File: src/common/rvIsaPkg.sv
`default_nettype none

package rvIsaPkg;

	typedef logic [31:0] instrWord;
	typedef logic [4:0] regIdx;
	typedef logic [2:0] funct3T;
	typedef logic [6:0] funct7T;

	// Major opcodes, bits [6:0]
	typedef enum logic [6:0] {
		OPC_LUI    = 7'b0110111,
		OPC_AUIPC  = 7'b0010111,
		OPC_JAL    = 7'b1101111,
		OPC_JALR   = 7'b1100111,
		OPC_BRANCH = 7'b1100011,
		OPC_LOAD   = 7'b0000011,
		OPC_STORE  = 7'b0100011,
		OPC_OPIMM  = 7'b0010011,
		OPC_OP     = 7'b0110011,
		OPC_SYSTEM = 7'b1110011
	} opcodeE;

	// Branch conditions as coded in funct3
	typedef enum logic [2:0] {
		BR_EQ  = 3'b000,
		BR_NE  = 3'b001,
		BR_LT  = 3'b100,
		BR_GE  = 3'b101,
		BR_LTU = 3'b110,
		BR_GEU = 3'b111
	} funct3Br;

	// ALU funct3 codes shared by OP and OP-IMM
	localparam funct3T F3_ADD  = 3'b000;
	localparam funct3T F3_SLL  = 3'b001;
	localparam funct3T F3_SLT  = 3'b010;
	localparam funct3T F3_SLTU = 3'b011;
	localparam funct3T F3_XOR  = 3'b100;
	localparam funct3T F3_SR   = 3'b101;
	localparam funct3T F3_OR   = 3'b110;
	localparam funct3T F3_AND  = 3'b111;

	localparam instrWord INSTR_EBREAK = 32'h0010_0073;

endpackage

`default_nettype wire

File: src/common/coreCfgPkg.sv
`default_nettype none

package coreCfgPkg;

	typedef logic [31:0] xWord;
	typedef logic [3:0] byteEn;

	localparam byteEn BE_WORD = 4'b1111;

	typedef enum logic [3:0] {
		ALU_ADD,
		ALU_SUB,
		ALU_SLL,
		ALU_SLT,
		ALU_SLTU,
		ALU_XOR,
		ALU_SRL,
		ALU_SRA,
		ALU_OR,
		ALU_AND,
		ALU_PASSB
	} aluOpE;

	typedef enum logic [1:0] {PC_SEQ, PC_BRANCH, PC_JAL, PC_JALR} pcSelE;

	// IMMPC is the pc-relative immediate, for AUIPC
	typedef enum logic [1:0] {WB_ALU, WB_MEM, WB_LINK, WB_IMMPC} wbSelE;

	typedef struct packed {
		logic regWrite;
		logic memWrite;
		logic aluSrcImm; // b operand from imm
		logic aluSrcPc;  // a operand from pc
		aluOpE aluOp;
		pcSelE pcSel;
		wbSelE wbSel;
		rvIsaPkg::funct3Br brCond;
		logic isHalt;
	} ctrlBus;

endpackage

`default_nettype wire

File: src/design/regFile.sv
`timescale 1ns/1ps
`default_nettype none

module regFile import rvIsaPkg::*; import coreCfgPkg::*; (
	input logic CLK,
	input logic RSTn,
	input regIdx ra1,
	input regIdx ra2,
	input regIdx wa,
	input xWord wd,
	input logic we,
	output xWord rd1,
	output xWord rd2
);

	xWord regs [32];

	always_ff @(posedge CLK) begin
		if (RSTn) begin
			for (int i = 0; i < 32; i++)
				regs[i] <= '0;
		end else if (we && wa != '0) begin
			regs[wa] <= wd;
		end
	end

	// x0 hardwired
	assign rd1 = (ra1 == '0) ? '0 : regs[ra1];
	assign rd2 = (ra2 == '0) ? '0 : regs[ra2];

endmodule

`default_nettype wire

File: config.mk
export PLATFORM = sky130hd
export DESIGN_NAME = regFile
export DESIGN_NICKNAME = d
export VERILOG_FILES = /design/src/common/rvIsaPkg.sv /design/src/common/coreCfgPkg.sv /design/src/design/regFile.sv
export SDC_FILE = /design/constraint.sdc
export NUM_CORES = 2
export LEC_CHECK = 0
export BUFFER_PORTS_ARGS = -buffer_cell sky130_fd_sc_hd__buf_2
export CELL_PAD_IN_SITES_DETAIL_PLACEMENT = 0
export CELL_PAD_IN_SITES_GLOBAL_PLACEMENT = 1
export CORE_UTILIZATION = 35
export DETAILED_ROUTE_END_ITERATION = 10
export GPL_TIMING_DRIVEN = 0
export MAX_ROUTING_LAYER = met4
export PLACE_DENSITY = 0.67
export SLEW_MARGIN = 5
export SYNTH_ARGS = -nofsm -noshare
export SYNTH_HDL_FRONTEND = slang
export SYNTH_SLANG_ARGS = --single-unit
File: constraint.sdc
create_clock -name CLK -period 6.2 [get_ports CLK]
set_clock_uncertainty 0.1 [all_clocks]
set_input_delay 1.24 -clock CLK [delete_from_list [all_inputs] [get_ports CLK]]
set_output_delay 1.24 -clock CLK [all_outputs]
set_load 0.03 [all_outputs]
Word-level counts from Yosys, hierarchy flattened
Memories as Yosys holds them, arrays and structs flattened.
Index checks and enable logic that the tools add are counted.
{"block": "classes", "muxes": 10, "reduce_logical": 5}
{"cell": "$mux W32", "n": 3}
{"cell": "$reduce_or A32 Y1", "n": 1}
{"cell": "$logic_not A5 Y1", "n": 2}
{"cell": "$mux W1", "n": 6}
{"cell": "$mux W5", "n": 1}
{"cell": "$reduce_bool A5 Y1", "n": 1}
{"cell": "$logic_and A1 B1 Y1", "n": 1}
{"block": "totals", "register_bits": 0, "mem_bits_rw": 1024, "inputBits": 50, "out_inout_bits": 64, "memories": 1}
{"name": "regs", "words": 32, "width": 32, "rd": 2, "rd_ports_with_merged_regs": 0, "write_ports": 32, "line_no": "regFile.sv:16", "rtl": "xWord regs [32];"}

Longest topological paths before layout
{"block": "depth", "word_depth": 7, "depth_mapped": 9, "ltp_nobuf": 4}

Worst setup path after synthesis
Ideal clock, no wire load.
{"block": "synth_path", "path_type": "input-to-output", "start": "in ra2[0]", "end": "out rd2[30]", "arrival_ns": 3.678, "t_required_ns": 4.860, "setup_slack_ns": 1.182, "cell_stages": 6, "n_path_buf": 3, "path_cell_list": "buf_2 > buf_6 > buf_4 > mux4_2 > mux2i_1 > a2111oi_0"}
{"block": "synth_between", "elab_chain_len": 2, "elab_cells_between_ends": 3}
{"item": "from (decl)", "line_no": "regFile.sv:8", "rtl": "input regIdx ra2,"}
{"item": "$mem_v2 Z32 W32 or $logic_not A5 Y1 (tied branches)"}
{"item": "$mux W32 *", "line_no": "regFile.sv:29", "rtl": "assign rd2 = (ra2 == '0) ? '0 : regs[ra2];"}
{"item": "to (decl)", "line_no": "regFile.sv:13", "rtl": "output xWord rd2"}
Every way passes the cells marked *; elsewhere a longest branch is shown, timed or not.

Worst setup path after layout
{"block": "layout_path", "start": "in ra2[2]", "end": "out rd2[5]"}
The elaborated chain is that of the path after synthesis.

==> impl_metrics.tcl <==
set metrics [dict create \
    status "finished, violations left" \
    violations "negative setup slack" \
    ys_seq_elements 1024 \
    syn-cell-area_um2 54300 \
    p_int_mw 12.4 \
    muxShareOfSynthArea 0.230 \
    synth_most_common_cell "edfxtp_1" \
    port_buffers 107 \
    syn_inst 3502 \
    synth_top_family_by_area "multiplexers" \
    hold_violations 0 \
    ir_worst_vdd_v 0.000259 \
    largest_reg_flops 1024 \
    cts.sinks 1024 \
    std_cell_rows 144 \
    track_usage 0.293 \
    synth-simple-area-share 0.133 \
    min_path_type "input pin to flip-flop" \
    worst_setup_path_start_kind "input pin" \
    finalWorstSetupSlack_ns -0.269 \
    critPathKind "input pin to primary output" \
    fin_crit_sh 1.04 \
    cp_data_arrival_time_ns 5.13 \
    switching_share 0.273 \
    area_growth_pct 12.5 \
    cap_violations 0 \
    critical_path_required_ns 4.86 \
    yosys.area.top_type "edfxtp_1" \
    path_clk_slew_ns 0.06 \
    synth_commonest_cells "edfxtp_1 (1024), and2_1 (995), mux4_2 (472), clkbuf_1 (271), mux2i_1 (150)" \
    cp-end-kind "primary output" \
    finalNetCount 3804 \
    grt_overflow 0 \
    grt_max_degree 33 \
    holdBufCountCts 0 \
    die_h_um 396 \
    dr_total_vias 35900 \
    synth.top_cell.area_share 0.567 \
    power.switching_mw 4.67 \
    cts_tree "yes" \
    vias_per_cell 6.08 \
    finalInstanceArea_um2 61000 \
    wl_per_cell_um 38.2 \
    dieArea_um2 157000 \
    largestRegisters "regs (1024)" \
    worst-path-max-fanout 10 \
    async_flop_share 0 \
    pwr-share-seq 0.480 \
    hp-start "wd[26]" \
    first_global_vias 34900 \
    power.total_mw 17.1 \
    clock.fmax_ghz 0.155 \
    ys_top_cells_by_area "edfxtp_1 (57%), mux4_2 (20%), and2_1 (11%), mux2i_1 (2.8%), clkbuf_1 (1.9%)" \
    relSlewSlack 0.0209 \
    core_area_um2 154000 \
    drt_iter0_markers 5390 \
    max_slew.worst_pin.slew_ns 1.47 \
    p_leak_nw 20.7 \
    die_w_um 396 \
    initial_utilization 0.352 \
    fillers 14200 \
    ys_warn_count 0 \
    yosys.area_share.xor_xnor 0 \
    placed_cell_area_um2 57500 \
    synth_cell_types 42 \
    slew_viol_final 0 \
    postRouteAntennaNets 0 \
    synth-adder-area-share 0 \
    synth-compound-area-share 0.0365 \
    layout-drive-gt1-share 0.244 \
    antenna_found_initial 15 \
    gp_congestion 0.979 \
    final-setup-viol-count 9 \
    drt_wl_total_mm 226 \
    synth-edff-count 1024 \
    cts_made_buffers 111 \
    p_clk_frac 0.381 \
    cts.path.max_buffers 3 \
    drt_drc_violations_left 0 \
    grt_pass1_wl_mm 300 \
    firstDrtPassIters 6 \
    synth_area_per_cell_um2 15.5 \
    fin_crit_ns 6.47 \
    hpwl_mm 156 \
    max_flop_register "regs" \
    synth.yosys.seq_area_share 0.567 \
    cts-root-buf "clkbuf_16" \
    crit_start "ra2[2]" \
    pin_count 114 \
    powerDensity_nw_per_um2 280 \
    p_comb_frac 0.139 \
    dominantRegCellSynth "edfxtp_1" \
    cts_htree_levels 3 \
]
through the flow:
step	hold WS, ns	utilization	setup slack, ns	cells	TNS (ns)
floorplan	1.34	-	1.18	3533	0
global placement	1.49	0.373	-1.16	5684	-22.57
detailed placement	1.50	0.373	-0.975	5685	-11.99
CTS	0.713	0.396	0.00522	5889	0
global route	0.746	0.396	-0.0211	5895	-0.0211
finish	0.740	0.396	-0.269	5899	-0.732
layout by cell type, fill, tap and decap left out, types with 30 or more instances in the layout:
| master | count |
|---|---|
| a2111oi_1 | 39 |
| a22o_1 | 51 |
| and2_1 | 995 |
| buf_2 | 153 |
| buf_4 | 40 |
| clkbuf_1 | 269 |
| clkbuf_16 | 114 |
| clkinv_1 | 33 |
| conb_1 | 32 |
| edfxtp_1 | 1024 |
| mux2_2 | 30 |
| mux2i_1 | 150 |
| mux4_2 | 472 |
| nor2_1 | 35 |
| nor3_1 | 49 |
| o22ai_1 | 103 |
| or2_2 | 33 |
worst max-delay path, cell delays in order:
cell	delay (ns)
buf_2	0.29
buf_2	0.38
clkbuf_1	0.85
mux4_2	0.42
a22o_1	0.25
a2111oi_1	0.93
nor3_1	0.43
buf_2	0.31
cells by family after synthesis:
logic type,Yosys count
simple gates,1177
flops,1024
mux,652
buf+inv,389
compound gates,259
other cells,1
worst paths after layout:
check,to,slack [ns],depth (start not counted)
worst max-delay path,rd2[5],-0.27,8
worst min-delay path,regs[5][26],0.74,2
power groups by stage:
stage / registers, mW / logic, mW / clock network [mW]
finish: 8.21 / 2.37 / 6.52
CTS: 8.20 / 2.33 / 6.47
global placement: 8.33 / 2.32 / 0
detailed placement: 8.35 / 2.32 / 0
global route: 8.24 / 2.40 / 6.73
floorplan: 8.25 / 1.36 / 0
layout make-up:
class                           instances  area [µm²]  area share
Multi-Input combinational cell       2120       21900       0.358
Antenna cell                           10        25.0    0.000410
Timing Repair Buffer                  111         582     0.00953
Clock buffer                          138        2940      0.0482
Sequential cell                      1024       30700       0.504
Tap cell                             2044        2560      0.0419
Clock inverter                         66         460     0.00754
Inverter                                2        7.51    0.000123
Buffer                                384        1860      0.0304
timing repair:
item,4_1_cts,5_1_grt
endpoints found under the setup margin,30,9
gates resized for setup,21,16
setup buffers,3,0
routing by layer:
| layer | vias to the layer above | GRT usage | routed length, µm |
|---|---|---|---|
| met5 | - | - | 0 |
| li1 | 14100 | - | - |
| met3 | 534 | 0.0746 | 25000 |
| met2 | 2460 | 0.430 | 100000 |
| met4 | 0 | 0.151 | 13600 |
| met1 | 18800 | 0.373 | 86900 |
(Power assumes the default switching activity.)
